`src/verilog/rice_bus_pkg.sv`:
```
package rice_bus_pkg;

  // Default bus widths.
  localparam int RICE_ADDRESS_WIDTH = 32;
  localparam int RICE_DATA_WIDTH    = 32;

  // Access kind, taken from the byte strobe.
  typedef enum logic {
    RICE_READ  = 1'b0,  // Strobe all zero.
    RICE_WRITE = 1'b1   // Any strobe bit set.
  } rice_bus_access_e;

endpackage

```
`src/verilog/rice_bus_skid_slice.sv`:
```
`timescale 1ns/1ps

module rice_bus_skid_slice #(
  parameter int WIDTH = 32
)(
  input  logic              i_clk,
  input  logic              i_rst_n,
  input  logic              i_valid,
  output logic              o_ready,
  input  logic [WIDTH-1:0]  i_data,
  output logic              o_valid,
  input  logic              i_ready,
  output logic [WIDTH-1:0]  o_data
);
  logic             main_valid;
  logic [WIDTH-1:0] main_data;
  logic [WIDTH-1:0] skid_data;
  logic             ready_q;    // Low while the skid entry holds an item.
  logic             main_free;
  logic             accept;

  // Main register is empty or hands its item on this cycle.
  assign main_free = !main_valid || i_ready;
  assign accept    = i_valid && ready_q;

  always_ff @(posedge i_clk or negedge i_rst_n) begin
    if (!i_rst_n) begin
      main_valid <= 1'b0;
      ready_q    <= 1'b1;
    end else if (main_free) begin
      if (!ready_q) begin
        main_valid <= 1'b1;   // Skid item moves up.
        ready_q    <= 1'b1;
      end else begin
        main_valid <= accept;
      end
    end else if (accept) begin
      ready_q <= 1'b0;        // Stalled output, item parks in skid.
    end
  end

  always_ff @(posedge i_clk) begin
    if (main_free) begin
      main_data <= (ready_q) ? i_data : skid_data;
    end
    if (accept && !main_free) begin
      skid_data <= i_data;
    end
  end

  assign o_valid = main_valid;
  assign o_data  = main_data;
  assign o_ready = ready_q;

endmodule

```
`src/verilog/rice_bus_slicer.sv`:
```
`timescale 1ns/1ps

module rice_bus_slicer #(
  parameter int ADDRESS_WIDTH   = rice_bus_pkg::RICE_ADDRESS_WIDTH,
  parameter int DATA_WIDTH      = rice_bus_pkg::RICE_DATA_WIDTH,
  parameter int REQUEST_STAGES  = 1,
  parameter int RESPONSE_STAGES = 1
)(
  input  logic                      i_clk,
  input  logic                      i_rst_n,
  input  logic                      i_request_valid,
  output logic                      o_request_ready,
  input  logic [ADDRESS_WIDTH-1:0]  i_address,
  input  logic [DATA_WIDTH/8-1:0]   i_strobe,
  input  logic [DATA_WIDTH-1:0]     i_write_data,
  output logic                      o_response_valid,
  input  logic                      i_response_ready,
  output logic [DATA_WIDTH-1:0]     o_read_data,
  output logic                      o_error,
  output logic                      o_m_request_valid,
  input  logic                      i_m_request_ready,
  output logic [ADDRESS_WIDTH-1:0]  o_m_address,
  output logic [DATA_WIDTH/8-1:0]   o_m_strobe,
  output logic [DATA_WIDTH-1:0]     o_m_write_data,
  input  logic                      i_m_response_valid,
  output logic                      o_m_response_ready,
  input  logic [DATA_WIDTH-1:0]     i_m_read_data,
  input  logic                      i_m_error
);
  localparam int STROBE_WIDTH   = DATA_WIDTH / 8;
  localparam int REQUEST_WIDTH  = ADDRESS_WIDTH + STROBE_WIDTH + DATA_WIDTH;
  localparam int RESPONSE_WIDTH = DATA_WIDTH + 1;

  // Node k sits in front of stage k; the last node faces the far side.
  logic [REQUEST_STAGES:0]      request_valid;
  logic [REQUEST_STAGES:0]      request_ready;
  logic [REQUEST_WIDTH-1:0]     request_data [REQUEST_STAGES+1];
  logic [RESPONSE_STAGES:0]     response_valid;
  logic [RESPONSE_STAGES:0]     response_ready;
  logic [RESPONSE_WIDTH-1:0]    response_data [RESPONSE_STAGES+1];

  assign request_valid[0]  = i_request_valid;
  assign request_data[0]   = {i_address, i_strobe, i_write_data};
  assign o_request_ready   = request_ready[0];

  assign o_m_request_valid = request_valid[REQUEST_STAGES];
  assign {o_m_address, o_m_strobe, o_m_write_data} = request_data[REQUEST_STAGES];
  assign request_ready[REQUEST_STAGES] = i_m_request_ready;

  assign response_valid[0]  = i_m_response_valid;
  assign response_data[0]   = {i_m_read_data, i_m_error};
  assign o_m_response_ready = response_ready[0];

  assign o_response_valid = response_valid[RESPONSE_STAGES];
  assign {o_read_data, o_error} = response_data[RESPONSE_STAGES];
  assign response_ready[RESPONSE_STAGES] = i_response_ready;

  // With zero stages both ends share node 0, a plain wire path.
  for (genvar i = 0; i < REQUEST_STAGES; i++) begin : g_request
    rice_bus_skid_slice #(
      .WIDTH  (REQUEST_WIDTH  )
    ) u_slice (
      .i_clk    (i_clk              ),
      .i_rst_n  (i_rst_n            ),
      .i_valid  (request_valid[i]   ),
      .o_ready  (request_ready[i]   ),
      .i_data   (request_data[i]    ),
      .o_valid  (request_valid[i+1] ),
      .i_ready  (request_ready[i+1] ),
      .o_data   (request_data[i+1]  )
    );
  end

  for (genvar i = 0; i < RESPONSE_STAGES; i++) begin : g_response
    rice_bus_skid_slice #(
      .WIDTH  (RESPONSE_WIDTH )
    ) u_slice (
      .i_clk    (i_clk                ),
      .i_rst_n  (i_rst_n              ),
      .i_valid  (response_valid[i]    ),
      .o_ready  (response_ready[i]    ),
      .i_data   (response_data[i]     ),
      .o_valid  (response_valid[i+1]  ),
      .i_ready  (response_ready[i+1]  ),
      .o_data   (response_data[i+1]   )
    );
  end

endmodule

```
`config.mk`:
```
export PLATFORM = sky130hd
export DESIGN_NAME = rice_bus_slicer
export DESIGN_NICKNAME = d
export VERILOG_FILES = /design/src/verilog/rice_bus_pkg.sv /design/src/verilog/rice_bus_skid_slice.sv /design/src/verilog/rice_bus_slicer.sv
export SDC_FILE = /design/constraint.sdc
export NUM_CORES = 1
export LEC_CHECK = 0
export BUFFER_PORTS_ARGS = -buffer_cell sky130_fd_sc_hd__buf_2
export CAP_MARGIN = 20
export CORE_UTILIZATION = 52
export CTS_CLUSTER_SIZE = 40
export DETAILED_ROUTE_END_ITERATION = 6
export PLACE_DENSITY = 0.78
export SYNTH_ARGS = -nofsm -noshare
export SYNTH_HDL_FRONTEND = slang
export SYNTH_HIERARCHICAL = 1
export SYNTH_SLANG_ARGS = --single-unit
```
`constraint.sdc`:
```
create_clock -name i_clk -period 3.4 [get_ports i_clk]
set_input_delay 0.17 -clock i_clk [delete_from_list [all_inputs] [get_ports i_clk]]
set_output_delay 0.17 -clock i_clk [all_outputs]
set_load 0.005 [all_outputs]
```
==> results of run 1 <==
-- per-layer routing --
layer  share of wire (%)  up-vias
li1                    -     1986
met1                  40     2177
met2                  48      198
met3                 9.2       31
met4                 2.2        0
met5                   0        -
-- final cells by class --
class | count | area [µm²] | area share, %
inverter | 4 | 15.0 | 0.142
sequential | 206 | 6170 | 58.3
timing repair buffer | 324 | 2200 | 20.8
tap | 180 | 225 | 2.13
clock inverter | 10 | 78.8 | 0.745
multi-input combinational | 109 | 1290 | 12.2
clock buffer | 30 | 602 | 5.68
-- power by group through the flow --
stage               combinational, mW  clock [mW]  sequential, mW
detailed placement              0.493           0            3.11
CTS                             0.590        2.29            3.06
global placement                0.471           0            3.11
floorplan                       0.238           0            3.12
finish                          0.593        2.24            3.07
global route                    0.641        2.38            3.08
-- state kept, by name, indices dropped and copies added (netlist names) --
register,flops
g_request.u_slice/o_data,68
g_request.u_slice/skid_data,68
g_response.u_slice/o_data,33
g_response.u_slice/skid_data,33
g_request.u_slice/o_ready,1
g_request.u_slice/o_valid,1
g_response.u_slice/o_ready,1
g_response.u_slice/o_valid,1
-- path summary, 6_finish.rpt --
path,startpoint,endpoint
setup / recovery,g_response[0].u_slice/o_ready,g_response[0].u_slice/o_ready
hold / removal,i_rst_n,g_request[0].u_slice/o_valid
setup reg to reg,g_response[0].u_slice/o_ready,g_response[0].u_slice/o_ready
hold reg to reg,g_response[0].u_slice/skid_data[8],g_response[0].u_slice/o_data[8]
max in group asynchronous,i_rst_n,g_request[0].u_slice/o_ready
min in group i_clk,i_m_request_ready,g_request[0].u_slice/o_valid
-- cell families (layout without fill, tap and decap cells) --
family,after synthesis,after routing,synth area share [%]
flops,206,206,81.1
mux,101,101,16.4
simple gates,6,6,0.493
compound gates,2,2,0.132
buf+inv,16,368,1.94
-- critical path: stages, from the launching register on --
cell	delay [ns]
dfstp_2	0.90
buf_4	0.43
inv_2	0.07
o21ai_0	0.21
dlygate4sd3_1	0.58
-- cell usage after synthesis --
master,count,area (µm²)
mux2_4,29,435
and3_1,2,12.5
edfxtp_1,202,6070
inv_1,2,7.51
buf_12,3,60.1
inv_2,2,7.51
nor2b_1,2,12.5
dfrtp_1,2,50.1
buf_4,6,45.0
mux2_2,72,811
buf_2,1,5.00
buf_6,2,22.5
or3_1,2,12.5
o21ai_0,2,10.0
dfstp_2,2,52.6
-- through the flow --
| stage | util [%] | std cells |
|---|---|---|
| 3_5_place_dp | 62.7 | 717 |
| 5_1_grt | 75.1 | 863 |
| 6_report | 75.1 | 863 |
| 3_3_place_gp | 62.6 | 716 |
| 4_1_cts | 75.1 | 863 |
| 2_1_floorplan | - | 331 |
-- repair_timing --
item                                   CTS  global route
endpoints found under the hold margin  183             0
setup buffers                            0             0
hold buffers                           106             0
==> reports/summary.txt, run 1 <==
Clk pwr share = 38.0%
CTS root buf = clkbuf_16
sw power = 1.24 mW
mapped cell area = 7610 µm²
largest net degree at the start of global routing = 71
Setup CP Type = flip-flop to flip-flop
CTS tree = done
vias in the first global route = 4,657
die area = 15,100 µm²
Setup WS pre-CTS = 1.44 ns
Placeable Area = 14,100 µm²
Clock Sinks = 206
Worst EP required = 3.83 ns
commonest non-fill, non-tap cells in the layout = buf_2, edfxtp_1, dlygate4sd3_1
first-pass GRT wire length = 24.5 mm
final setup vio count = 0
layout cell share with drive strength beyond 1 = 52.0%
syn nets = 438
cts bufs inserted = 22
sequential share of the synthesized area = 81.1%
Total Power = 5.90 mW
worst-case clock buffer depth = 3
Total Routing Usage GR = 21.6%
Design Area, Final = 10,600 µm²
placed cell area = 8840 µm²
Tcrit/Tclk final = 66.0%
Worst Hold Class = input pin to async pin
fmax = 0.446 GHz
via-per-instance ratio = 5.09
HPWL after detailed placement = 9.58 mm
TritonRoute pass-1 iters = 4
Routed WL = 16.4 mm
synthesized netlist cell count = 331
worst setup slack after layout = 1.16 ns
num rows = 43
per-cell routed wire length = 19.0 µm
DRC = 0
Max Clock Skew = 0.0106 ns
Final ANT Viol Nets = 0
met3 Use GR = 7.29%
Reg power frac = 51.9%
final slew viol count = 0
Least-Margin Pin Slew = 0.930 ns
startpoint class of the critical path = flip-flop
Fillers = 787
diode count = 0
Final nets = 774
Yosys reg bits = 206
Int Power = 4.66 mW
Yosys warning total = 6
# resized after CTS = 0
Worst Path Arrival = 2.67 ns
synthesis-to-layout area growth = 39.1%
Max IR drop VDD = 0.430 mV
H-tree levels = 1
GPL Wtd Cong = 0.781
final hold slack = 0.0487 ns
MaxCap Viol Count = 0
leakage = 4.21 nW
initial antenna violation count = 0
setup slack, reg-to-reg = 1.16 ns
worst-case reg-to-reg path depth = 4
Comb pwr share = 10.1%
gr busiest metal = met2
worst slew margin relative to its limit = 38.0%
Yosys cell types = 15
Worst-Skew Late Latency = 0.49 ns
GRT Residual Overflow = 0
most common cell after layout, fill and taps aside = buf_2
setup TNS = 0 ns
Boundary Pins = 212
outcome = complete, no violations
met1 Use GR = 27.1%
fin crit period = 2.24 ns
CTS clk-pin slew, worst paths = 0.06 ns
height of the die = 123 µm
pwr dens = 558 nW/µm²
Crit Path Max Fanout = 20
via count = 4,392
die extent in x = 123 µm
Hold Fails Final Rpt = 0
Mean Syn Cell Area = 23.0 µm²
IO buf count = 211
DRT iter0 DRCs = 229
unrepaired setup endpoints after global routing = false
Initial Util = 54.0%
crit end category = flip-flop
Sw Ratio = 21.0%
grt met2 use = 36.2%
No activity file was read; power rests on OpenSTA's default activity.
==> run 2, diff against run 1 <==
- CORE_UTILIZATION: 52 -> 47
- PLACE_DENSITY: 0.78 -> 0.74
- clock period: 3.4 -> 1.89 ns (I/O delays scaled with it)
==> reports/summary.txt, run 2 (synthesis gave the netlist of run 1 again) <==
Min-Delay Path Depth = 3
Worst Path Arrival = 2.22 ns (was 2.67 ns)
synthesis-to-layout area growth = 41.5% (was 39.1%)
Fillers = 1,006 (was 787)
most common cell after layout, fill and taps aside = buf_2 (unchanged)
GRT Residual Overflow = 0 (unchanged)
via count = 4,404 (was 4,392)
CTS clk-pin slew, worst paths = 0.06 ns (about the same)
per-cell routed wire length = 18.1 µm (was 19.0 µm)
crit end category = flip-flop (unchanged)
outcome = complete, no violations (unchanged)
placed cell area = 8950 µm² (was 8840 µm²)
worst slew margin relative to its limit = 49.7% (was 38.0%)
Core Util, Final = 68.1% (was 75.1%)
fmax = 0.560 GHz (was 0.446 GHz)
CP Cell Sequence = buf_4 > inv_2 > o21ai_0 > dlygate4sd3_1 (unchanged)
Final nets = 778 (was 774)
DRT iter0 DRCs = 215 (was 229)
IO buf count = 211 (unchanged)
fin crit period = 1.79 ns (was 2.24 ns)
final setup vio count = 0 (unchanged)
first-pass GRT wire length = 25.0 mm (was 24.5 mm)
kind of cell adding the most delay to the critical path = buffers and inverters (unchanged)
H-tree levels = 1 (unchanged)
pwr dens = 1020 nW/µm² (was 558 nW/µm²)
Hold Fails Final Rpt = 0 (unchanged)
Max IR drop VDD = 0.754 mV (was 0.430 mV)
num rows = 46 (was 43)
Total Routing Usage GR = 19.7% (was 21.6%)
Worst path depth = 4 (unchanged)
unrepaired setup endpoints after global routing = false (unchanged)
postcts setup bufs = 0 (unchanged)
Setup WS pre-CTS = 0.254 ns (was 1.44 ns)
Setup CP Type = flip-flop to flip-flop (unchanged)
worst setup slack after layout = 0.105 ns (was 1.16 ns)
worst-case clock buffer depth = 3 (unchanged)
via-per-instance ratio = 4.88 (was 5.09)
commonest non-fill, non-tap cells in the layout = buf_2, edfxtp_1, dlygate4sd3_1 (unchanged)
largest net degree at the start of global routing = 54 (was 71)
Worst-Skew Late Latency = 0.49 ns (about the same)
Crit Path Max Fanout = 18 (was 20)
TritonRoute pass-1 iters = 6 (was 4)
Tcrit/Tclk final = 94.5% (was 66.0%)
Boundary Pins = 212 (unchanged)
height of the die = 129 µm (was 123 µm)
worst-case reg-to-reg path depth = 4 (unchanged)
startpoint class of the critical path = flip-flop (unchanged)
WP buf/inv = 3 (unchanged)
Final ANT Viol Nets = 0 (unchanged)
die area = 16,700 µm² (was 15,100 µm²)
leakage = 4.28 nW (was 4.21 nW)
Clock Sinks = 206 (unchanged)
Worst path slowest cell = dfstp_2 (unchanged)
GPL Wtd Cong = 0.768 (was 0.781)
DRC = 0 (unchanged)
Design Area, Final = 10,800 µm² (was 10,600 µm²)
Placeable Area = 15,800 µm² (was 14,100 µm²)
max incr delay on CP = 0.66 ns (was 0.90 ns)
Routed WL = 16.3 mm (was 16.4 mm)
Max Clock Skew = 0.00713 ns (was 0.0106 ns)
die extent in x = 129 µm (was 123 µm)
CTS tree = done (unchanged)
CTS root buf = clkbuf_16 (unchanged)
cts bufs inserted = 21 (was 22)
Worst EP required = 2.32 ns (was 3.83 ns)
final slew viol count = 0 (unchanged)
HPWL after detailed placement = 10.1 mm (was 9.58 mm)
Initial Util = 48.1% (was 54.0%)
MaxCap Viol Count = 0 (unchanged)
layout cell share with drive strength beyond 1 = 52.9% (was 52.0%)
Worst Hold Class = input pin to flip-flop (was input pin to async pin)
initial antenna violation count = 1 (was 0)
vias in the first global route = 4,822 (was 4,657)
Least-Margin Pin Slew = 0.755 ns (was 0.930 ns)
run 2: area by class of cell:
cell class	count	area (µm²)	area share, %
Sequential cell	206	6170	57.3
Timing Repair Buffer	329	2260	21.0
Multi-Input combinational cell	109	1310	12.1
Clock buffer	31	603	5.60
Tap cell	216	270	2.51
Clock inverter	7	141	1.31
Inverter	4	18.8	0.174
Antenna cell	1	2.50	0.0232
run 2: worst paths after layout:
check,from,to,slack (ns)
setup / recovery,g_request[0].u_slice/o_ready,g_request[0].u_slice/o_ready,0.10
hold / removal,i_m_request_ready,g_request[0].u_slice/o_valid,0.06
setup reg to reg,g_request[0].u_slice/o_ready,g_request[0].u_slice/o_ready,0.10
hold reg to reg,g_response[0].u_slice/skid_data[8],g_response[0].u_slice/o_data[8],0.54
max in group asynchronous,i_rst_n,g_request[0].u_slice/o_valid,1.17
min in group asynchronous,i_rst_n,g_response[0].u_slice/o_ready,0.12
run 2: worst min-delay path: stages:
cell and delay (ns):
buf_2 0.12, nor2b_4 0.17, or3_1 0.13
run 2: what timing repair did:
| item | 4_1_cts | 5_1_grt |
|---|---|---|
| hold buffers | 107 | 0 |
| hold endpoints to repair | 210 | 0 |
| resized for setup | 0 | 0 |
run 2: stage by stage:
stage	instances	hold slack, ns	power (mW)	setup TNS, ns
finish	903	0.0587	11.0	0
CTS	902	0.0543	11.1	0
floorplan	331	-0.201	6.04	-0.782
detailed placement	757	-0.0797	6.51	0
global placement	757	-0.0823	6.46	0
global route	903	0.0722	11.4	0
run 2: report_power, final:
part           leakage [nW]  internal [mW]  switching [mW]
registers              1.98           5.41          0.0953
clock network         0.360           2.76            1.65
logic                  1.94          0.616           0.475
total                  4.28           8.79            2.22
run 2: layer usage:
layer | track usage (%) | wire, µm | vias to the layer above
li1 | - | - | 1996
met5 | 0 | 0 | -
met3 | 5.90 | 1380 | 31
met1 | 22.9 | 6270 | 2192
met4 | 6.30 | 355 | 0
met2 | 34.8 | 8330 | 185
